--- config.mk ---
export PLATFORM = sky130hd
export DESIGN_NAME = timer_regs
export DESIGN_NICKNAME = d
export VERILOG_FILES = /design/src/rtl/bus_pkg.sv /design/src/rtl/soc_map_pkg.sv /design/src/rtl/timer_regs.sv
export SDC_FILE = /design/constraint.sdc
export NUM_CORES = 1
export LEC_CHECK = 0
export ABC_AREA = 1
export BUFFER_PORTS_ARGS = -buffer_cell sky130_fd_sc_hd__buf_4
export CORE_MARGIN = 2
export CORE_UTILIZATION = 50
export DETAILED_ROUTE_END_ITERATION = 10
export GPL_TIMING_DRIVEN = 1
export HOLD_SLACK_MARGIN = 0.12
export PLACE_DENSITY = 0.69
export SLEW_MARGIN = 20
export SYNTH_ARGS = -nofsm -noshare
export SYNTH_HDL_FRONTEND = slang
export SYNTH_SLANG_ARGS = --single-unit
--- constraint.sdc ---
create_clock -name clk_sys_i -period 2.3 [get_ports clk_sys_i]
set_input_delay 0.115 -clock clk_sys_i [delete_from_list [all_inputs] [get_ports clk_sys_i]]
set_output_delay 0.115 -clock clk_sys_i [all_outputs]
set_load 0.01 [all_outputs]
--- src/rtl/bus_pkg.sv ---
// Data bus definitions; 32-bit words only, byte lanes little endian
package bus_pkg;

  localparam int bus_addr_w = 32;
  localparam int bus_data_w = 32;
  localparam int bus_be_w   = bus_data_w / 8;

  // One bus address, seen either as a word index or as page plus register index
  typedef union packed {
    // Used by memories
    struct packed {
      logic [29:0] index;
      logic [1:0]  offset;
    } word;
    // Used by register blocks with 4 KiB pages
    struct packed {
      logic [19:0] page;
      logic [9:0]  index;
      logic [1:0]  offset;
    } regs;
  } bus_addr_u;

endpackage

--- src/rtl/soc_map_pkg.sv ---
// Address map of demo_soc; every region is a power-of-two size, aligned to its own size
package soc_map_pkg;

  // Device index, also the slot in the decoder's request and response vectors
  typedef enum logic [1:0] {
    dev_ram   = 2'd0,
    dev_gpio  = 2'd1,
    dev_timer = 2'd2
  } soc_device_e;

  localparam int nr_devices = 3;

  // 64 KiB of RAM
  localparam logic [31:0] ram_base   = 32'h0010_0000;
  localparam logic [31:0] ram_mask   = ~32'h0000_FFFF;

  // 4 KiB each for the register devices
  localparam logic [31:0] gpio_base  = 32'h8000_0000;
  localparam logic [31:0] gpio_mask  = ~32'h0000_0FFF;
  localparam logic [31:0] timer_base = 32'h8000_2000;
  localparam logic [31:0] timer_mask = ~32'h0000_0FFF;

  // GPIO register indexes, in words
  localparam logic [9:0] gpio_out_reg = 10'd0;
  localparam logic [9:0] gpio_in_reg  = 10'd1;

  // Timer register indexes, in words
  localparam logic [9:0] timer_mtime_lo_reg = 10'd0;
  localparam logic [9:0] timer_mtime_hi_reg = 10'd1;
  localparam logic [9:0] timer_cmp_lo_reg   = 10'd2;
  localparam logic [9:0] timer_cmp_hi_reg   = 10'd3;

endpackage

--- src/rtl/timer_regs.sv ---
// Machine timer; mtime counts clk_sys_i cycles, irq follows the compare one cycle late
`timescale 1ns/1ps

module timer_regs (
  input  logic                           clk_sys_i,
  input  logic                           rst_sys_ni,

  input  logic                           req_i,
  input  logic                           we_i,
  input  logic [bus_pkg::bus_be_w-1:0]   be_i,
  input  bus_pkg::bus_addr_u             addr_i,
  input  logic [bus_pkg::bus_data_w-1:0] wdata_i,
  output logic                           rvalid_o,
  output logic [bus_pkg::bus_data_w-1:0] rdata_o,

  output logic                           timer_irq_o
);
  import bus_pkg::*;
  import soc_map_pkg::*;

  logic [63:0]           mtime_q;
  logic [63:0]           mtime_d;
  logic [63:0]           cmp_q;
  logic [63:0]           cmp_d;
  logic                  irq_q;
  logic                  wr_en;
  logic [bus_data_w-1:0] rd_mux;

  function automatic logic [bus_data_w-1:0] be_merge(
    input logic [bus_data_w-1:0] old_val,
    input logic [bus_data_w-1:0] new_val,
    input logic [bus_be_w-1:0]   be
  );
    logic [bus_data_w-1:0] res;
    res = old_val;
    for (int b = 0; b < bus_be_w; b++) begin
      if (be[b]) begin
        res[8*b +: 8] = new_val[8*b +: 8];
      end
    end
    return res;
  endfunction

  assign wr_en = req_i & we_i;

  always_comb begin
    mtime_d = mtime_q + 64'd1;
    cmp_d   = cmp_q;
    if (wr_en) begin
      // A bus write wins over the increment for that cycle
      case (addr_i.regs.index)
        timer_mtime_lo_reg: mtime_d[31:0]  = be_merge(mtime_q[31:0], wdata_i, be_i);
        timer_mtime_hi_reg: mtime_d[63:32] = be_merge(mtime_q[63:32], wdata_i, be_i);
        timer_cmp_lo_reg:   cmp_d[31:0]    = be_merge(cmp_q[31:0], wdata_i, be_i);
        timer_cmp_hi_reg:   cmp_d[63:32]   = be_merge(cmp_q[63:32], wdata_i, be_i);
        default: ;
      endcase
    end
  end

  always_ff @(posedge clk_sys_i or negedge rst_sys_ni) begin
    if (!rst_sys_ni) begin
      mtime_q  <= '0;
      cmp_q    <= '1; // Far future, irq stays low
      irq_q    <= 1'b0;
      rvalid_o <= 1'b0;
    end else begin
      mtime_q  <= mtime_d;
      cmp_q    <= cmp_d;
      irq_q    <= (mtime_q >= cmp_q);
      rvalid_o <= req_i;
    end
  end

  always_comb begin
    case (addr_i.regs.index)
      timer_mtime_lo_reg: rd_mux = mtime_q[31:0];
      timer_mtime_hi_reg: rd_mux = mtime_q[63:32];
      timer_cmp_lo_reg:   rd_mux = cmp_q[31:0];
      timer_cmp_hi_reg:   rd_mux = cmp_q[63:32];
      default:            rd_mux = '0;
    endcase
  end

  always_ff @(posedge clk_sys_i) begin
    if (req_i) begin
      rdata_o <= rd_mux;
    end
  end

  assign timer_irq_o = irq_q;

  // No spurious interrupt as reset is released
  a_irq_low_after_reset : assert property (@(posedge clk_sys_i)
    $rose(rst_sys_ni) |=> !timer_irq_o);

endmodule

==> key figures <==
Clock network
  – CTS max path bufs: 2
  – CTS tree: done
  – H-Tree Depth: 4
  – Reg clk slew, reported paths: 0.07 ns
  – Clock latency on the worst-skew pair: 0.44 ns
  – Post-CTS Setup Inserts: 0
  – Num CTS Buffers: 17
  – Clk sink count: 162
  – Root buffer cell: clkbuf_16

Pwr
  – P_leak: 5.886 nW
  – Cell Pwr Density: 534.2 mW/mm2
  – Max IR drop VDD: 399.9 uV

Layout
  – Final Util: 60.68%
  – Multi-input logic area: 0.005874 mm2
  – FILL cells: 2074
  – Area Overhead vs Synth: 18.84%
  – Share of cells above drive strength 1: 15.65%
  – Nets@finish: 1856
  – N_diodes: 0
  – Register area: 0.004295 mm2

Detailed routing
  – DRC violations left: 0
  – Total vias in the final route: 11298
  – Number of DRC markers in iteration 0: 1124
  – Drt pass-1 iters: 6
  – WL/cell: 19.13 um
  – Number of nets with antenna violations after routing: 0
  – Drt total wl: 38490 um
  – Via density per instance: 5.615

Synth
  – Synth Register Bits: 162
  – Sequential share of the synthesized area: 38.54%
  – Synth Warn #: 0
  – Synth unique cells: 36
  – Top FF cell, synth: dfrtp_1
  – Number of synthesized flops with an enable pin: 32
  – Synth async-reset ratio: 80.25%
  – Synth Area per Inst: 7.062 um2
  – Synth Net Count: 1715
  – Synthesized area: 0.01114 mm2
  – Post-Synthesis Cells: 1578

Critical path
  – CP Max Fanout: 3
  – Setup crit start: cmp_q[63]
  – WP buf/inv: 1
  – Critical Path Sink Type: flip-flop
  – Critical path arrival: 2.54 ns
  – Critical path type: reg2reg
  – CP most frequent cell: nand2_1
  – Worst r2r src: cmp_q[63]
  – CP max stage cell: dfstp_2
  – CP max stage delay: 0.53 ns
  – Crit-path cells: inv_1 -> ha_1 -> nand2_1 -> nor2_1 -> nand2_1 -> nor3_2 -> nand2_1 -> nor2_1 -> nand2_1 -> nand2_1
  – Startpoint Class: flip-flop
  – Kind of cell adding the most delay to the critical path: simple AND/OR/NAND/NOR gates
  – Worst EP required: 2.67 ns

Timing
  – WHS: 0.2222 ns
  – Max Clock Skew: 0.01058 ns
  – Tmin final: 2.171 ns
  – Final Hold Fails: 0
  – Setup TNS: 0 ns
  – FMAX: 460.6 MHz
  – Slew margin rel.: 42.84%
  – RSZ-0062 raised after global routing: false
  – Worst-margin pin slew: 0.8521 ns
  – Final Setup Violations: 0
  – Final Max Tran Viols: 0
  – Crit share post-route: 94.39%

Global route
  – Total gr overflow: 0
  – Largest net degree at the start of global routing: 131
  – Global-route wire length before repair: 60110 um
  – Gr usage total: 32.97%
  – Initial antenna violation count: 0
  – Vias in the first global route: 11044

Floorplanning
  – Die Y-Extent: 153.3 um
  – DIE WIDTH: 153.3 um
  – Die area: 0.02350 mm2
  – Floorplan core area: 0.02182 mm2
  – Row cnt: 54
  – Initial Util: 51.06%
  – Ports: 106

Worst hold path
  – Hold Path Class: in2reg
  – Hold path start: req_i

Status
  – Outcome: complete, no violations

Place
  – Dpl hpwl: 28400 um
  – Routability Congestion: 1.028
  – Port bufs: 83

Job
  – # Max-Cap Violations: 0
## flip-flops by register name, indices dropped and copies added (netlist names)
name,count
mtime_q,64
timer_irq_o,1
cmp_q,64
rdata_o,32
rvalid_o,1
## synth_stat cells, types with 12 or more instances
cell	n	area share, %
xor2_1	19	1.5
nand4_1	16	0.90
nand3_1	118	5.3
nand2_2	13	0.73
nor2_1	161	5.4
o21ai_1	42	1.9
a21oi_1	32	1.4
clkbuf_1	14	0.47
or2_2	20	1.1
inv_1	202	6.8
o21ai_0	74	3.3
dfstp_2	64	15
o22ai_1	41	2.3
ha_1	65	7.3
nand2_1	505	17
edfxtp_1	32	8.6
dfrtp_1	66	15
buf_2	17	0.76
o2111ai_1	12	0.94
## routing by layer
metal	wire (um)	track usage, %	share of wire, %	up-vias
li1	-	-	-	5394
met2	17520	52.91	46	526
met3	3218	5.699	8.4	94
met1	16460	44.61	43	5284
met5	0	0	0	-
met4	1295	12.83	3.4	0
## report_power, final
group	total, mW	internal [mW]	switching [mW]
Combinational	0.909	0.360	0.549
Clock	3.01	1.68	1.33
Sequential	3.16	3.03	0.131
Total	7.07	5.07	2.01
## placed cells by master, fill, tap and decap left out, types with 12 or more instances in the layout
master / n
nand2_1: 505
dfstp_2: 64
a21oi_1: 32
dlygate4sd3_1: 45
o21ai_1: 42
o21ai_0: 74
dfrtp_1: 65
nand3_1: 118
or2_2: 20
inv_1: 202
nand2_2: 13
ha_1: 65
o2111ai_1: 12
nand4_1: 16
edfxtp_1: 32
clkbuf_16: 17
o22ai_1: 41
buf_4: 113
nor2_1: 160
xor2_1: 19
## cell families (layout without fill, tap and decap cells)
| kind of cell | after synthesis | after routing | synth area share (%) |
|---|---|---|---|
| AND/OR/NAND/NOR | 856 | 856 | 31.88 |
| flip-flops | 162 | 162 | 38.54 |
| XOR/XNOR | 23 | 23 | 1.808 |
| AO/OA/AOI/OAI | 226 | 226 | 11.67 |
| buffers and inverters | 246 | 400 | 8.814 |
| adder cells (fa/ha/maj) | 65 | 65 | 7.298 |
## cell type report
type / count / share of cell area (%)
Sequential cell: 162 / 32.44
Multi-Input combinational cell: 1170 / 44.36
Clock inverter: 13 / 1.134
Inverter: 208 / 5.896
Tap cell: 280 / 2.646
Clock buffer: 19 / 3.420
Timing Repair Buffer: 160 / 10.11
## metrics by stage
stage / instances / setup WS [ns] / area, um2 / power, mW
6_report: 2012 / 0.1290 / 13240 / 7.074
5_1_grt: 2012 / 0.01046 / 13240 / 7.349
4_1_cts: 2012 / 0.06543 / 13240 / 7.087
3_5_place_dp: 1935 / 0.09896 / 12180 / 4.050
3_3_place_gp: 1935 / 0.1222 / 12180 / 4.022
2_1_floorplan: 1578 / 0.6593 / 11140 / 3.672
## worst paths after layout
path                                to  slack (ns)  cells after the start
max                        timer_irq_o        0.13                     10
min                           rvalid_o        0.22                      2
max reg2reg                timer_irq_o        0.13                     10
min reg2reg                  cmp_q[19]        0.47                      2
max in group asynchronous  mtime_q[28]        1.36                      3
min in group asynchronous   mtime_q[1]        0.33                      3
## timing repair
action	4_1_cts	5_1_grt
gates resized for setup	0	2
hold buffers	45	0
setup endpoints to repair	0	4
endpoints found under the hold margin	181	0
(Power assumes the default switching activity.)
