## config.mk

```make
export PLATFORM = sky130hd
export DESIGN_NAME = gpio_regs
export DESIGN_NICKNAME = d
export VERILOG_FILES = /design/src/rtl/bus_pkg.sv /design/src/rtl/soc_map_pkg.sv /design/src/rtl/gpio_regs.sv
export SDC_FILE = /design/constraint.sdc
export NUM_CORES = 1
export LEC_CHECK = 0
export BUFFER_PORTS_ARGS = -buffer_cell sky130_fd_sc_hd__buf_2
export CAP_MARGIN = 20
export CORE_AREA = 2 2 70 72
export CTS_BUF_LIST = sky130_fd_sc_hd__clkbuf_4 sky130_fd_sc_hd__clkbuf_8
export CTS_CLUSTER_SIZE = 20
export DETAILED_ROUTE_END_ITERATION = 7
export DIE_AREA = 0 0 72 74
export GPL_TIMING_DRIVEN = 0
export PLACE_DENSITY = 0.8
export SLEW_MARGIN = 5
export SYNTH_ARGS = -nofsm -noshare
export SYNTH_HDL_FRONTEND = slang
export SYNTH_SLANG_ARGS = --single-unit
```

## constraint.sdc

```tcl
create_clock -name clk_sys_i -period 1.04 [get_ports clk_sys_i]
set_clock_uncertainty 0.15 [all_clocks]
set_input_delay 0.208 -clock clk_sys_i [delete_from_list [all_inputs] [get_ports clk_sys_i]]
set_output_delay 0.208 -clock clk_sys_i [all_outputs]
set_load 0.01 [all_outputs]
```

## src/rtl/bus_pkg.sv

```systemverilog
// Data bus definitions; 32-bit words only, byte lanes little endian
package bus_pkg;

  localparam int bus_addr_w = 32;
  localparam int bus_data_w = 32;
  localparam int bus_be_w   = bus_data_w / 8;

  // One bus address, seen either as a word index or as page plus register index
  typedef union packed {
    // Used by memories
    struct packed {
      logic [29:0] index;
      logic [1:0]  offset;
    } word;
    // Used by register blocks with 4 KiB pages
    struct packed {
      logic [19:0] page;
      logic [9:0]  index;
      logic [1:0]  offset;
    } regs;
  } bus_addr_u;

endpackage

```

## src/rtl/soc_map_pkg.sv

```systemverilog
// Address map of demo_soc; every region is a power-of-two size, aligned to its own size
package soc_map_pkg;

  // Device index, also the slot in the decoder's request and response vectors
  typedef enum logic [1:0] {
    dev_ram   = 2'd0,
    dev_gpio  = 2'd1,
    dev_timer = 2'd2
  } soc_device_e;

  localparam int nr_devices = 3;

  // 64 KiB of RAM
  localparam logic [31:0] ram_base   = 32'h0010_0000;
  localparam logic [31:0] ram_mask   = ~32'h0000_FFFF;

  // 4 KiB each for the register devices
  localparam logic [31:0] gpio_base  = 32'h8000_0000;
  localparam logic [31:0] gpio_mask  = ~32'h0000_0FFF;
  localparam logic [31:0] timer_base = 32'h8000_2000;
  localparam logic [31:0] timer_mask = ~32'h0000_0FFF;

  // GPIO register indexes, in words
  localparam logic [9:0] gpio_out_reg = 10'd0;
  localparam logic [9:0] gpio_in_reg  = 10'd1;

  // Timer register indexes, in words
  localparam logic [9:0] timer_mtime_lo_reg = 10'd0;
  localparam logic [9:0] timer_mtime_hi_reg = 10'd1;
  localparam logic [9:0] timer_cmp_lo_reg   = 10'd2;
  localparam logic [9:0] timer_cmp_hi_reg   = 10'd3;

endpackage

```

## src/rtl/gpio_regs.sv

```systemverilog
// GPIO registers; gpi_width and gpo_width at most 32, gp_i is asynchronous and synchronised here
`timescale 1ns/1ps

module gpio_regs #(
  parameter int gpi_width = 8,
  parameter int gpo_width = 16
) (
  input  logic                           clk_sys_i,
  input  logic                           rst_sys_ni,

  input  logic                           req_i,
  input  logic                           we_i,
  input  logic [bus_pkg::bus_be_w-1:0]   be_i,
  input  bus_pkg::bus_addr_u             addr_i,
  input  logic [bus_pkg::bus_data_w-1:0] wdata_i,
  output logic                           rvalid_o,
  output logic [bus_pkg::bus_data_w-1:0] rdata_o,

  input  logic [gpi_width-1:0]           gp_i,
  output logic [gpo_width-1:0]           gp_o
);
  import bus_pkg::*;
  import soc_map_pkg::*;

  logic [gpo_width-1:0]  gpo_q;
  logic [gpi_width-1:0]  gpi_meta_q;
  logic [gpi_width-1:0]  gpi_sync_q;
  logic [bus_data_w-1:0] gpo_wr;
  logic [bus_data_w-1:0] rd_mux;

  // Merge written byte lanes into the current outputs
  always_comb begin
    gpo_wr = bus_data_w'(gpo_q);
    for (int b = 0; b < bus_be_w; b++) begin
      if (be_i[b]) begin
        gpo_wr[8*b +: 8] = wdata_i[8*b +: 8];
      end
    end
  end

  always_ff @(posedge clk_sys_i or negedge rst_sys_ni) begin
    if (!rst_sys_ni) begin
      gpo_q      <= '0;
      gpi_meta_q <= '0;
      gpi_sync_q <= '0;
      rvalid_o   <= 1'b0;
    end else begin
      gpi_meta_q <= gp_i;
      gpi_sync_q <= gpi_meta_q;
      rvalid_o   <= req_i;
      if (req_i && we_i && addr_i.regs.index == gpio_out_reg) begin
        gpo_q <= gpo_wr[gpo_width-1:0];
      end
    end
  end

  always_comb begin
    case (addr_i.regs.index)
      gpio_out_reg: rd_mux = bus_data_w'(gpo_q);
      gpio_in_reg:  rd_mux = bus_data_w'(gpi_sync_q);
      default:      rd_mux = '0;
    endcase
  end

  always_ff @(posedge clk_sys_i) begin
    if (req_i) begin
      rdata_o <= rd_mux;
    end
  end

  assign gp_o = gpo_q;

endmodule

```

==> summary.md, run 1 <==
| Metric | Value |
|---|---|
| Status | complete, but fails checks |
| Failing checks | negative hold slack, negative setup slack |
| Pins over their slew limit | 0 |
| Post-synth EDFFs | 16 |
| Initial core utilization | 41.3% |
| Routability Congestion | about 0.71 |
| Startpoint types | primary input |
| Core area | 4600 um^2 |
| Post-route ant nets | 0 |
| Die area | ~5300 um^2 |
| Synth Register Bits | 49 |
| HP Class | primary input to async pin |
| Die height | between 70 and 80 um |
| Most common cell in the netlist | dfrtp_1 |
| Hold_buf cts | 9 |
| Max VDD drop | between 800 and 900 uV |
| Crit path required time | about 1100 ps |
| Setup WS post-layout | -223 ps |
| Largest net degree at the start of global routing | 34 |
| Hold Fails Final Rpt | about 40 |
| Sequential element share of the synthesized area | approximately 69% |
| Clock root buffer | clkbuf_8 |
| Via count | roughly 1300 |
| Die width | 72 um |
| Synth top cells by count | 33 x dfrtp_1, 16 x buf_4, 16 x edfxtp_1, 16 x mux2_2, 9 x nor2_1 |
| Placed cell area | about 2400 um^2 |
| Antenna violations before repair | 0 |
| Worst skew pair latency | slightly below 300 ps |
| Reg clk slew, reported paths | around 90 ps |
| Slew margin rel. | a little over half |
| Average wire per standard cell | roughly 13 um |
| Top Ports | approximately 130 |
| Vias in the first global route | 1229 |
| Clk buf depth | 2 |
| Final HPWL DP | about 2.6 mm |
| Post-layout min period | 1260 ps |
| Nets | ~320 |
| CTS tree | done |
| Post-Syn Instances | roughly 120 |
| Unrepaired setup endpoints after global routing | yes |
| Synthesized area per cell | approximately 16 um^2 |
| Final instance area | approximately 2800 um^2 |
| Achievable frequency | about 0.79 GHz |
| Total track usage | roughly 14% |
| GRT overflow | 0 |
| Area contributors post-synth | dfrtp_1 44%, edfxtp_1 25%, mux2_2 9.5%, buf_4 6.3%, mux2i_1 4.2% |
| Layout cells sized above 1 | 59.3% |
| First DRT Iteration DRCs | 87 |
| Netlist Area Pre-Place | around 1900 um^2 |
| Area growth, synth to finish | 45.1% |
| Ys Warns | 0 |
| Worst Hold Margin | -200 ps |
| Final core occ | roughly three fifths |
| Cell Pwr Density | between 1000 and 1500 nW/um^2 |
| Drt first pass iters | 4 |
| CP arrival | between 1000 and 1500 ps |
| Residual DRC count | 0 |
| Port buffer count | 71 |
| Crit path max fanout | 8 |
| Row count | 25 |
| Crit path kind | primary input to flop |
| Clock sink count | ~50 |
| CTS buffer count | 5 |
| Post-synthesis async set-or-reset flop share | 67.3% |
| Library cells used by synthesis | 14 |
| Via/cell ratio | 4.38 |
| Maximum capacitance violations | 0 |
| Static leakage | roughly 0.0015 uW |
| Crit share post-route | 121% |
| Ys flop type | dfrtp_1 |
| Tightest Pin Transition | 712 ps |
| Top-area cell type share of the netlist area | a little over two fifths |
| ANT cells | 0 |
| Htree depth | 2 |
| Synth area leader | dfrtp_1 |
| First-pass GRT wire length | ~5.6 mm |
| Crit end category | flop |
| Final setup viols | 65 |
| Total wire length | 3.86 mm |
==> sequential cells by signal, indices dropped and copies added (netlist names) <==
signal	cells
gp_o	16
rdata_o	16
rvalid_o	1
gpi_sync_q	8
gpi_meta_q	8
==> per-stage QoR <==
stage	std cells	TNS, ps	setup slack [ps]	hold WS (ps)	power, uW
after detailed placement	255	-19310	-686	148	2380
after CTS	288	-9650	-219	-183	3510
after global placement	255	-18140	-658	145	2380
final	290	-9620	-223	-200	3470
after global routing	290	-12390	-277	-143	3620
after floorplan	130	-10000	-363	-238	2230
==> layout by cell type, fill, tap and decap left out, types with 2 or more instances in the layout <==
cell type,n
dfrtp_1,33
nand4_4,2
buf_6,8
nor4_4,2
buf_4,33
buf_2,65
mux2_2,15
nor2_1,9
dlygate4sd3_1,9
mux2i_1,8
clkbuf_8,5
conb_1,16
and2_4,5
edfxtp_1,16
and2_1,3
==> what timing repair did <==
item / 4_1_cts / 5_1_grt
pin swaps: 8 / 7
resized for setup: 8 / 8
hold endpoints to repair: 57 / 47
endpoints found under the setup margin: 65 / 65
buffers inserted: 16 / 2
==> cell type report <==
class,count,area [um^2]
Fill cell,361,1850
Sequential cell,49,1310
Timing Repair Buffer,98,622
Multi-Input combinational cell,64,537
Buffer,17,131
Clock buffer,5,68.8
Tap cell,54,67.6
Clock inverter,3,18.8
==> per-layer routing <==
metal  share of wire [%]  vias up  wire (um)  GRT usage [%]
met5                   0        -          0              0
met4                 2.6        0        102           6.50
met3                 5.8        9        223           3.25
met2                  55       51       2130           26.9
met1                  36      604       1400           15.9
li1                    -      607          -              -
==> critical path: stages <==
cell and delay (ps):
buf_6 100, nor4_4 240, buf_4 180, nand4_4 210, mux2_4 350
==> cells by family after synthesis <==
family,synth area share [%]
other,0.198
AND/OR/NAND/NOR,10.3
flip-flops,68.9
multiplexers,13.7
buffers and inverters,6.93
==> where the power goes <==
part | internal, uW | switching (uW)
registers | 2050 | 16.0
clock network | 475 | 610
logic | 173 | 155
==> path summary, 6_finish.rpt <==
kind                                              start                 endpoint  slack, ps  cells after the start
worst max-delay path                         addr_i[10]      gp_o[0]$_DFFE_PN0P_       -220                      5
worst min-delay path                         rst_sys_ni      gp_o[6]$_DFFE_PN0P_       -200                      1
worst max register to register     gp_o[15]$_DFFE_PN0P_     gp_o[15]$_DFFE_PN0P_       -150                      3
worst min register to register  gpi_meta_q[6]$_DFF_PN0_  gpi_sync_q[6]$_DFF_PN0_        200                      0
max in group asynchronous                    rst_sys_ni     gp_o[12]$_DFFE_PN0P_        470                      1
min in group clk_sys_i                       wdata_i[6]      gp_o[6]$_DFFE_PN0P_        -20                      2
No activity file was read; power rests on OpenSTA's default activity.
==> inputs of run 2 (changes only) <==
--- a/config.mk
+++ b/config.mk
@@ -7,11 +7,11 @@
 export LEC_CHECK = 0
 export BUFFER_PORTS_ARGS = -buffer_cell sky130_fd_sc_hd__buf_2
 export CAP_MARGIN = 20
-export CORE_AREA = 2 2 70 72
+export CORE_AREA = 8 8 76 78
 export CTS_BUF_LIST = sky130_fd_sc_hd__clkbuf_4 sky130_fd_sc_hd__clkbuf_8
 export CTS_CLUSTER_SIZE = 20
 export DETAILED_ROUTE_END_ITERATION = 7
-export DIE_AREA = 0 0 72 74
+export DIE_AREA = 0 0 84 86
 export GPL_TIMING_DRIVEN = 0
 export PLACE_DENSITY = 0.8
 export SLEW_MARGIN = 5
==> constraint.sdc (replaced) <==
create_clock -name clk_sys_i -period 1.04 [get_ports clk_sys_i]
set_clock_uncertainty 0.15 [all_clocks]
set_input_delay 0.104 -clock clk_sys_i [delete_from_list [all_inputs] [get_ports clk_sys_i]]
set_output_delay 0.104 -clock clk_sys_i [all_outputs]
set_load 0.01 [all_outputs]
==> summary.md, run 2 (synthesis results as in run 1) <==
| Metric | Value |
|---|---|
| Maximum capacitance violations | 0 |
| Clock root buffer | clkbuf_8 |
| Pre-CTS setup slack | -589 ps |
| Largest net degree at the start of global routing | 34 |
| First-pass GRT wire length | about 7.4 mm |
| First DRT Iteration DRCs | 36 |
| Status | complete, but fails checks |
| Top Ports | around 130 |
| Htree depth | 2 |
| Most common cell after layout, fill and taps aside | buf_2 |
| Core area | about 4600 um^2 |
| Crit share post-route | 113% |
| Crit path max fanout | 8 |
| Crit path kind | primary input to flop |
| Tightest Pin Transition | ~720 ps |
| Failing checks | negative hold slack, negative setup slack |
| Area growth, synth to finish | 52.1% |
| Cell Pwr Density | ~1300 nW/um^2 |
| Max VDD drop | roughly 830 uV |
| Inst Count DP | 255 |
| Final setup viols | between 50 and 60 |
| Final std cells w/o fill | between 200 and 300 |
| Via count | 1269 |
| Post-route ant nets | 0 |
| Setup WS post-layout | -134 ps |
| Startpoint types | primary input |
| Final instance area | a little under 3000 um^2 |
| Hold_buf cts | 24 |
| Clock sink count | 49 |
| Layout cells sized above 1 | 53.7% |
| Initial core utilization | 41.3% |
| Antenna violations before repair | 0 |
| Vias in the first global route | between 1000 and 1500 |
| Total power | between 3000 and 4000 uW |
| Nets | around 320 |
| Crit end category | flop |
| Via/cell ratio | approximately 4.3 |
| Die height | between 80 and 90 um |
| Drt first pass iters | 3 |
| Final HPWL DP | 3.09 mm |
| Die area | 7220 um^2 |
| Die width | around 84 um |
| Multi-input gate area | 528 um^2 |
| HP Class | primary input to async pin |
| ANT cells | 0 |
| Final core occ | between 60% and 70% |
| Static leakage | between 0.001 and 0.0015 uW |
| Hold Fails Final Rpt | 50 |
| Average wire per standard cell | 15.2 um |
| Post-layout min period | 1170 ps |
| GRT overflow | 0 |
| Area of all sequential standard cells | between 1000 and 1500 um^2 |
| Achievable frequency | 0.852 GHz |
| Total wire length | approximately 4.5 mm |
| Clk buf depth | 2 |
| Port buffer count | 71 |
| Crit path required time | around 1100 ps |
| Pins over their slew limit | 0 |
| Row count | 25 |
| Placed cell area | 2380 um^2 |
| Worst Hold Margin | -280 ps |
| Fillers | between 300 and 400 |
| Slew margin rel. | 52.0% |
| Residual DRC count | 0 |
| Routability Congestion | a little over 0.7 |
| Total track usage | between 10 and 15% |
| Worst skew pair latency | just under 300 ps |
| Most frequent cells in the layout | 63 x buf_2, 33 x dfrtp_1, 24 x dlygate4sd3_1 |
| CP arrival | roughly 1200 ps |
| CTS buffer count | 5 |
| Reg clk slew, reported paths | 90 ps |
| CTS tree | done |
| Unrepaired setup endpoints after global routing | yes |
## run 2: cell count changes in the layout (fill, tap and decap cells not counted), sizes merged
cell,change
dlygate4sd3,+15
clkbuf,+1
clkinv,-1
clkinvlp,+1
bufinv,+1
buf,-9
inv,-2
## run 2: what timing repair did
| item | in CTS | in global routing |
|---|---|---|
| pin swaps | 6 | 6 |
| setup buffers | 8 | 1 |
| resized for setup | 10 | 9 |
| endpoints found under the setup margin | 65 | 64 |
| gates cloned | 0 | 0 |
| hold endpoints to repair | 74 | 50 |
## run 2: report_power, final
group	internal (uW)	total, uW	switching, uW	leakage [uW]
registers	2050	2060	13.8	0.000585
clock network	782	1370	589	0.0000574
logic	207	372	165	0.000851
## run 2: critical path: stages
cell and delay (ps):
buf_6 100, nor4_4 250, buf_4 190, nand4_4 210, mux2_4 360
## run 2: through the flow
step,hold WS [ps],TNS [ps]
final,-280,-2490
after global routing,-236,-5030
after CTS,-270,-2530
after detailed placement,52.4,-16000
after global placement,44.6,-14410
after floorplan,-342,-6670
## run 2: final cells by class
cell class / instances / share of cell area, %
Timing Repair Buffer: 104 / 25.4
Tap cell: 54 / 2.34
Clock buffer: 6 / 2.86
Clock inverter: 2 / 1.30
Buffer: 17 / 4.55
Sequential cell: 49 / 45.3
Multi-Input combinational cell: 64 / 18.3
## run 2: per-layer routing
layer	GRT usage, %	up-vias	share of wire (%)
li1	-	618	-
met1	14.1	598	39
met2	22.4	49	54
met3	3.89	4	6.1
met4	4.71	0	1.2
met5	0	-	0
## run 2: final timing paths
check / start / endpoint / slack (ps) / cells after the start
min in group clk_sys_i: req_i / rvalid_o$_DFF_PN0_ / -140 / 1
hold reg to reg: gpi_meta_q[7]$_DFF_PN0_ / gpi_sync_q[7]$_DFF_PN0_ / 190 / 0
setup / recovery: addr_i[10] / gp_o[1]$_DFFE_PN0P_ / -130 / 5
hold / removal: rst_sys_ni / gp_o[0]$_DFFE_PN0P_ / -280 / 1
setup reg to reg: gp_o[1]$_DFFE_PN0P_ / gp_o[1]$_DFFE_PN0P_ / -10 / 2
max in group asynchronous: rst_sys_ni / gp_o[6]$_DFFE_PN0P_ / 560 / 1
