==> src/rtl/bus_pkg.sv <==
// Data bus definitions; 32-bit words only, byte lanes little endian
package bus_pkg;

  localparam int bus_addr_w = 32;
  localparam int bus_data_w = 32;
  localparam int bus_be_w   = bus_data_w / 8;

  // One bus address, seen either as a word index or as page plus register index
  typedef union packed {
    // Used by memories
    struct packed {
      logic [29:0] index;
      logic [1:0]  offset;
    } word;
    // Used by register blocks with 4 KiB pages
    struct packed {
      logic [19:0] page;
      logic [9:0]  index;
      logic [1:0]  offset;
    } regs;
  } bus_addr_u;

endpackage

==> src/rtl/soc_map_pkg.sv <==
// Address map of demo_soc; every region is a power-of-two size, aligned to its own size
package soc_map_pkg;

  // Device index, also the slot in the decoder's request and response vectors
  typedef enum logic [1:0] {
    dev_ram   = 2'd0,
    dev_gpio  = 2'd1,
    dev_timer = 2'd2
  } soc_device_e;

  localparam int nr_devices = 3;

  // 64 KiB of RAM
  localparam logic [31:0] ram_base   = 32'h0010_0000;
  localparam logic [31:0] ram_mask   = ~32'h0000_FFFF;

  // 4 KiB each for the register devices
  localparam logic [31:0] gpio_base  = 32'h8000_0000;
  localparam logic [31:0] gpio_mask  = ~32'h0000_0FFF;
  localparam logic [31:0] timer_base = 32'h8000_2000;
  localparam logic [31:0] timer_mask = ~32'h0000_0FFF;

  // GPIO register indexes, in words
  localparam logic [9:0] gpio_out_reg = 10'd0;
  localparam logic [9:0] gpio_in_reg  = 10'd1;

  // Timer register indexes, in words
  localparam logic [9:0] timer_mtime_lo_reg = 10'd0;
  localparam logic [9:0] timer_mtime_hi_reg = 10'd1;
  localparam logic [9:0] timer_cmp_lo_reg   = 10'd2;
  localparam logic [9:0] timer_cmp_hi_reg   = 10'd3;

endpackage

==> src/rtl/bus_decoder.sv <==
// Single-host decoder; no back-pressure, unmapped addresses answer with an error one cycle later
`timescale 1ns/1ps

module bus_decoder (
  input  logic                                clk_sys_i,
  input  logic                                rst_sys_ni,

  input  logic                                host_req_i,
  input  logic                                host_we_i,
  input  logic [bus_pkg::bus_be_w-1:0]        host_be_i,
  input  logic [bus_pkg::bus_addr_w-1:0]      host_addr_i,
  input  logic [bus_pkg::bus_data_w-1:0]      host_wdata_i,
  output logic                                host_rvalid_o,
  output logic [bus_pkg::bus_data_w-1:0]      host_rdata_o,
  output logic                                host_err_o,

  output logic [soc_map_pkg::nr_devices-1:0]  dev_req_o,
  output logic                                dev_we_o,
  output logic [bus_pkg::bus_be_w-1:0]        dev_be_o,
  output bus_pkg::bus_addr_u                  dev_addr_o,
  output logic [bus_pkg::bus_data_w-1:0]      dev_wdata_o,
  input  logic [soc_map_pkg::nr_devices-1:0]  dev_rvalid_i,
  input  logic [bus_pkg::bus_data_w-1:0]      dev_rdata_i [soc_map_pkg::nr_devices]
);
  import bus_pkg::*;
  import soc_map_pkg::*;

  localparam logic [bus_addr_w-1:0] dev_base [nr_devices] = '{
    dev_ram:   ram_base,
    dev_gpio:  gpio_base,
    dev_timer: timer_base
  };
  localparam logic [bus_addr_w-1:0] dev_mask [nr_devices] = '{
    dev_ram:   ram_mask,
    dev_gpio:  gpio_mask,
    dev_timer: timer_mask
  };

  logic [nr_devices-1:0] dev_sel;
  soc_device_e           sel_dev;
  logic                  unmapped;
  soc_device_e           rsp_dev_q; // Device that owns the pending response
  logic                  err_q;

  always_comb begin
    dev_sel = '0;
    sel_dev = dev_ram;
    for (int i = 0; i < nr_devices; i++) begin
      if ((host_addr_i & dev_mask[i]) == dev_base[i]) begin
        dev_sel[i] = 1'b1;
        sel_dev    = soc_device_e'(i);
      end
    end
  end

  assign unmapped  = host_req_i & ~|dev_sel;
  assign dev_req_o = host_req_i ? dev_sel : '0;

  // Request fields go to every device, only dev_req_o qualifies them
  assign dev_we_o    = host_we_i;
  assign dev_be_o    = host_be_i;
  assign dev_addr_o  = host_addr_i;
  assign dev_wdata_o = host_wdata_i;

  always_ff @(posedge clk_sys_i or negedge rst_sys_ni) begin
    if (!rst_sys_ni) begin
      rsp_dev_q <= dev_ram;
      err_q     <= 1'b0;
    end else begin
      err_q <= unmapped;
      if (host_req_i && !unmapped) begin
        rsp_dev_q <= sel_dev;
      end
    end
  end

  always_comb begin
    host_rdata_o = '0; // Zero on error responses
    if (dev_rvalid_i[rsp_dev_q]) begin
      host_rdata_o = dev_rdata_i[rsp_dev_q];
    end
  end

  assign host_rvalid_o = |dev_rvalid_i | err_q;
  assign host_err_o    = err_q;

  // Regions in soc_map_pkg must not overlap
  a_sel_onehot0 : assert property (@(posedge clk_sys_i) disable iff (!rst_sys_ni)
    $onehot0(dev_sel));

  // Devices answer only to a request from the cycle before
  a_rvalid_after_req : assert property (@(posedge clk_sys_i) disable iff (!rst_sys_ni)
    host_rvalid_o |-> $past(host_req_i));

endmodule

==> config.mk <==
export PLATFORM = sky130hd
export DESIGN_NAME = bus_decoder
export DESIGN_NICKNAME = d
export VERILOG_FILES = /design/src/rtl/bus_pkg.sv /design/src/rtl/soc_map_pkg.sv /design/src/rtl/bus_decoder.sv
export SDC_FILE = /design/constraint.sdc
export NUM_CORES = 1
export LEC_CHECK = 0
export BUFFER_PORTS_ARGS = -buffer_cell sky130_fd_sc_hd__buf_2
export CORE_AREA = 5 5 105 107
export CTS_CLUSTER_DIAMETER = 50
export DETAILED_ROUTE_END_ITERATION = 8
export DIE_AREA = 0 0 110 112
export PLACE_DENSITY = 0.57
export REMOVE_ABC_BUFFERS = 1
export SYNTH_ARGS = -nofsm -noshare
export SYNTH_HDL_FRONTEND = slang
export SYNTH_SLANG_ARGS = --single-unit
==> constraint.sdc <==
create_clock -name clk_sys_i -period 3.6 [get_ports clk_sys_i]
set_input_delay 0.54 -clock clk_sys_i [delete_from_list [all_inputs] [get_ports clk_sys_i]]
set_output_delay 0.54 -clock clk_sys_i [all_outputs]
set_load 0.02 [all_outputs]
==> results of run 1 <==
==> flip-flops by register name (all words and copies together), names as in the netlist <==
| register | flops |
|---|---|
| host_err_o | 1 |
| rsp_dev_q | 2 |
==> per-layer routing <==
layer | vias to the layer above | wire length [um] | GRT usage (%)
li1 | 929 | - | -
met1 | 817 | 2700 | 11.4
met2 | 176 | 3930 | 20.3
met3 | 8 | 2260 | 15.0
met4 | 6 | 19 | 1.50
met5 | - | 76 | 5.04
==> synth_stat cells <==
master    instances  area [sq um]
o21ai_1           2          10.0
mux2_2            1          11.3
nor3b_1           2          15.0
or4_1             1          7.51
or3_4             1          11.3
a21oi_1          32           160
nor2_1           68           255
o21ai_0           2          10.0
nand4_1           2          12.5
dfrtp_1           3          75.1
clkbuf_1          6          22.5
buf_2             9          45.0
a21oi_2           1          8.76
o21a_1            1          7.51
inv_1             1          3.75
mux2i_1          33           330
buf_4            69           518
nor4_1            3          18.8
nor2b_1           1          6.26
or4b_4            1          13.8
==> final cells by class <==
class	instances	area, sq um	area share [%]
clock buffer	4	45.0	2.14
multi-input combinational	151	888	42.2
sequential	3	76.3	3.63
tap	136	170	8.09
timing repair buffer	182	921	43.8
inverter	1	3.75	0.178
==> per-stage QoR <==
| stage | hold slack (ns) | utilization [%] | TNS (ns) | worst slack (ns) | total power, mW |
|---|---|---|---|---|---|
| 2_1_floorplan | 0.244 | - | -5.30 | -0.166 | 0.103 |
| 3_3_place_gp | 0.344 | 20.5 | 0 | 1.12 | 0.224 |
| 3_5_place_dp | 0.342 | 20.5 | 0 | 1.12 | 0.227 |
| 4_1_cts | 0.115 | 20.9 | 0 | 0.983 | 0.327 |
| 5_1_grt | 0.115 | 20.9 | 0 | 0.858 | 0.349 |
| 6_report | 0.119 | 20.9 | 0 | 1.06 | 0.323 |
==> power by group through the flow <==
stage / Combinational (mW) / Clock, mW / Sequential [mW]
6_report: 0.191 / 0.0971 / 0.0349
5_1_grt: 0.210 / 0.104 / 0.0350
4_1_cts: 0.193 / 0.0992 / 0.0350
3_5_place_dp: 0.192 / 0 / 0.0353
3_3_place_gp: 0.189 / 0 / 0.0353
2_1_floorplan: 0.0672 / 0 / 0.0359
==> critical path: cells and delay by family, from the launching register on <==
family	cells	cell delay, ns
DFF	1	0.55
buffers and inverters	2	0.48
AOI/OAI and AO/OA	1	0.35
muxes	1	0.23
and+or+nand+nor	2	0.16
==> path summary, 6_finish.rpt <==
path | to | slack [ns] | depth (start not counted)
setup / recovery | host_rdata_o[23] | 1.06 | 6
hold / removal | rsp_dev_q[0] | 0.12 | 1
setup reg to reg | rsp_dev_q[0] | 2.70 | 2
hold reg to reg | rsp_dev_q[1] | 0.76 | 2
max in group asynchronous | rsp_dev_q[1] | 3.36 | 1
min in group clk_sys_i | rsp_dev_q[0] | 0.54 | 2
==> kinds of logic after synthesis <==
group,Yosys count,share of synthesized area (%)
flip-flops,3,4.87
buffers and inverters,85,38.2
AND/OR/NAND/NOR,79,22.1
AO/OA/AOI/OAI,38,12.7
multiplexers,34,22.1
==> summary.txt, run 1 <==
Worst setup path
  • Crit path max fanout: 20
  • Slowest stage cell on the critical path: dfrtp_2
  • Crit path largest cell delay: roughly 0.55 ns
  • Critical path capture point type: output pin
  • WP data required: approximately 3.1 ns
  • Crit path top cell by count: nor2_1
  • Arr. time, crit path: roughly 2.0 ns
  • Crit Path Class: reg -> out
  • CP startpoint: rsp_dev_q[1]
  • Critical Path Start Type: register
  • Worst path cell trace: mux2i_1 -> nor2_1 -> a21oi_4 -> buf_4 -> nor2_1 -> buf_2
  • Reg2reg start: rsp_dev_q[0]

STA
  • Minimum clock period: between 2 and 3 ns
  • Final Skew: 0 ns
  • Worst-margin pin slew: ~0.46 ns
  • Final max-slew violation count: 0
  • Relative slew margins: between 60% and 70%
  • RSZ-0062 raised after global routing: no
  • Hold Fails Final Rpt: 0
  • Final Setup Violations: 0
  • Final clock period utilization by the worst path: 70.4%
  • Achievable frequency: approximately 0.4 GHz

Clock network
  • CTS tree: done
  • Number of H-tree levels: 1
  • CTS Buf Count: 3
  • Clock sinks: 3
  • Clock Root Buffer: clkbuf_8
  • Clock transition at the registers of the reported paths: about 0.030 ns
  • Clk_lat worst skew: around 0.21 ns
  • CTS Buffer Depth: 2
  • Setup Buffers After CTS: 0
  • Hold buffer count at CTS: 0
  • Post-CTS resize count: 0

Job
  • Max-cap viol count: 0

Pwr
  • Combinational Power Share: approximately three fifths
  • Reg power frac: 10.8%
  • Sw Pwr: 0.124 mW
  • Clock power frac: between 30% and 40%
  • Pwr dens: 153 nW/um^2
  • Net Sw Frac: around two fifths
  • Leakage power: ~1.1 nW
  • Worst VDD drop: between 0.1 and 0.15 mV
  • Total internal power: 0.199 mW

Final layout
  • Most common cell after layout, fill and taps aside: buf_2
  • Area grow syn2layout: 36.4%
  • Most frequent cells in the layout: buf_2, nor2_1, mux2i_1
  • Fill count: roughly 1,200
  • # diodes: 0
  • Final non-filler cell total: ~480
  • Final instance area: between 2000 and 2500 sq um
  • Nets: between 500 and 600
  • Fraction of layout cells with a size suffix above 1: between 50% and 60%

Global routing
  • First-pass GRT wire length: around 12,000 um
  • All-Layer GR Usage: between 10% and 20%
  • Vias in the first global route: 2,004
  • Initial antenna violation count: 1
  • Largest net degree at the start of global routing: 33
  • Overflow left after global routing: 0

Floorplan
  • Die height: between 100 and 150 um
  • I/O pin count: between 200 and 300
  • Die ar.: roughly 12,000 sq um
  • Initial Util: 15.4%
  • Die width: 110 um
  • Core area: about 10,000 sq um
  • Row cnt: 37

Place
  • Post-Place Cell Area: about 2100 sq um
  • GP Congestion: 0.777
  • HPWL after detailed placement: about 7900 um
  • Dpl cells: between 400 and 500
  • PortBufs: 178

Synthesis
  • Syn avg cell area: approximately 6.5 sq um
  • Mapped cell area: approximately 1500 sq um
  • Sequential fraction of the synthesis area: around 5%
  • Seq cells post-synth: 3
  • Synth warn: 0
  • Synth Instances: approximately 240
  • Synth cell types: 20

Outcome
  • Outcome: finished clean

Detailed routing
  • Drt wl/cell: about 19 um
  • Residual DRC: 0
  • Antenna viol nets, final: 0
  • DR iter-0 viols: 90
  • Pre-Repair DR Iteration Count: 4
  • Via count: around 1,900
  • Post-Route WL: roughly 9000 um
  • Vias/cell: just over 4

Worst hold path
  • Min-delay worst type: in -> async
Power figures use the tool's default switching activity.
==> run 2, diff against run 1 <==
Clock period 3.6 ns to 2.66 ns, I/O delays scaled along.
==> run 2 against run 1 <==
Compared with the run above: setup slack got worse by 0.63 ns; total power increased by 36%; clock skew unchanged; largest power group unchanged; utilization increased by 0.37 points.
==> summary.txt, run 2 (same netlist as run 1, synthesis figures left out) <==
Outcome
  • Outcome: finished clean

Clock network
  • Clock sinks: 3
  • Post-CTS resize count: 0
  • Setup Buffers After CTS: 0
  • CTS Buffer Depth: 2
  • Clock transition at the registers of the reported paths: around 0.030 ns
  • CTS tree: done
  • Number of H-tree levels: 1
  • CTS Buf Count: 3
  • Clk_lat worst skew: between 0.2 and 0.25 ns
  • Clock Root Buffer: clkbuf_8

Final layout
  • # diodes: 0
  • Register area: about 76 sq um
  • Core Util, Final: a little over a fifth
  • Final non-filler cell total: 480
  • Final instance area: between 2000 and 2500 sq um
  • Fraction of layout cells with a size suffix above 1: between 50 and 60%
  • Max reg flops: 2
  • Nets: approximately 520
  • Fill count: between 1,000 and 1,500
  • Area grow syn2layout: 38.8%
  • Register with the most flip-flops: rsp_dev_q
  • Most common cell after layout, fill and taps aside: buf_2
  • Multi-input logic area: slightly below 900 sq um
  • Most frequent cells in the layout: buf_2, nor2_1, mux2i_1

Worst hold path
  • Worst hold stages: 2
  • Min-delay worst type: in -> reg

Detailed routing
  • Pre-Repair DR Iteration Count: 4
  • Vias/cell: 4.05
  • Via count: ~1,900
  • Residual DRC: 0
  • Antenna viol nets, final: 0
  • Post-Route WL: about 9000 um
  • DR iter-0 viols: 78
  • Drt wl/cell: 18.4 um

Place
  • HPWL after detailed placement: ~8000 um
  • DP Worst Slack: approximately 0.47 ns
  • Post-Place Cell Area: ~2100 sq um
  • PortBufs: ~180
  • Dpl cells: 475
  • GP Congestion: between 0.7 and 0.8

Global routing
  • Overflow left after global routing: 0
  • Largest net degree at the start of global routing: 33
  • Initial antenna violation count: 0
  • Vias in the first global route: 1,889
  • First-pass GRT wire length: 11,500 um
  • All-Layer GR Usage: roughly 13%

Worst setup path
  • Arr. time, crit path: 1.83 ns
  • Crit path max fanout: 32
  • Critical path capture point type: output pin
  • WP data required: about 2.3 ns
  • Critical Path Start Type: register
  • Crit Path Class: reg -> out
  • R2R depth: 3

STA
  • Final worst setup slack: between 0.4 and 0.5 ns
  • Hold Fails Final Rpt: 0
  • Final Setup Violations: 0
  • Final clock period utilization by the worst path: a little over four fifths
  • Setup TNS: 0 ns
  • Relative slew margins: a little over two thirds
  • Final Skew: 0 ns
  • Final max-slew violation count: 0
  • Worst-margin pin slew: between 0.4 and 0.5 ns
  • Achievable frequency: around 0.45 GHz
  • Minimum clock period: approximately 2.2 ns
  • RSZ-0062 raised after global routing: no

Floorplan
  • I/O pin count: between 200 and 300
  • Die ar.: 12,300 sq um
  • Initial Util: around 15%
  • Die height: 112 um
  • Core area: about 10,000 sq um
  • Row cnt: 37
  • Die width: 110 um

Pwr
  • Leakage power: 1.12 nW
  • Worst VDD drop: 0.0891 mV
  • Pwr dens: around 200 nW/um^2

Job
  • Max-cap viol count: 0
-- run 2: path summary, 6_finish.rpt --
kind,startpoint,endpoint,slack (ns)
setup / recovery,rsp_dev_q[1],host_rdata_o[20],0.43
hold / removal,host_req_i,host_err_o,0.42
setup reg to reg,rsp_dev_q[1],rsp_dev_q[1],1.58
hold reg to reg,rsp_dev_q[0],rsp_dev_q[0],0.86
max in group asynchronous,rst_sys_ni,rsp_dev_q[1],2.01
min in group asynchronous,rst_sys_ni,rsp_dev_q[0],0.52
-- run 2: per-layer routing --
metal | wire, um | GRT usage [%] | up-vias
met4 | 25 | 1.50 | 2
li1 | - | - | 932
met5 | 34 | 5.04 | -
met2 | 3830 | 19.7 | 160
met3 | 1920 | 11.2 | 6
met1 | 3030 | 13.1 | 846
-- run 2: repair_timing --
action                                  4_1_cts  5_1_grt
endpoints found under the hold margin         3        0
endpoints found under the setup margin        0        0
hold buffers                                  1        0
-- run 2: worst max-delay path, stage by stage (launching register included) --
cell     delay [ns]
dfrtp_2        0.41
buf_4          0.22
nor2b_2        0.20
buf_4          0.36
a21oi_1        0.12
nor2_1         0.13
buf_2          0.18
-- run 2: power by group --
group          switching [mW]  internal, mW  leakage (nW)
Clock                  0.0287         0.102        0.0228
Sequential           0.000358        0.0467        0.0379
Combinational           0.138         0.123          1.06
Total                   0.167         0.272          1.12
-- run 2: final cells by class --
type	instances	share of cell area (%)
flip-flops and latches	3	3.56
clock buffers	4	2.10
multi-input cells	151	41.5
inverters	1	0.175
well taps	136	7.94
repair buffers	185	44.7
-- run 2: through the flow --
stage          hold slack, ns  total power, mW
2_1_floorplan           0.103            0.140
3_3_place_gp            0.207            0.305
3_5_place_dp            0.201            0.309
4_1_cts                 0.410            0.446
5_1_grt                 0.432            0.471
6_report                0.418            0.439
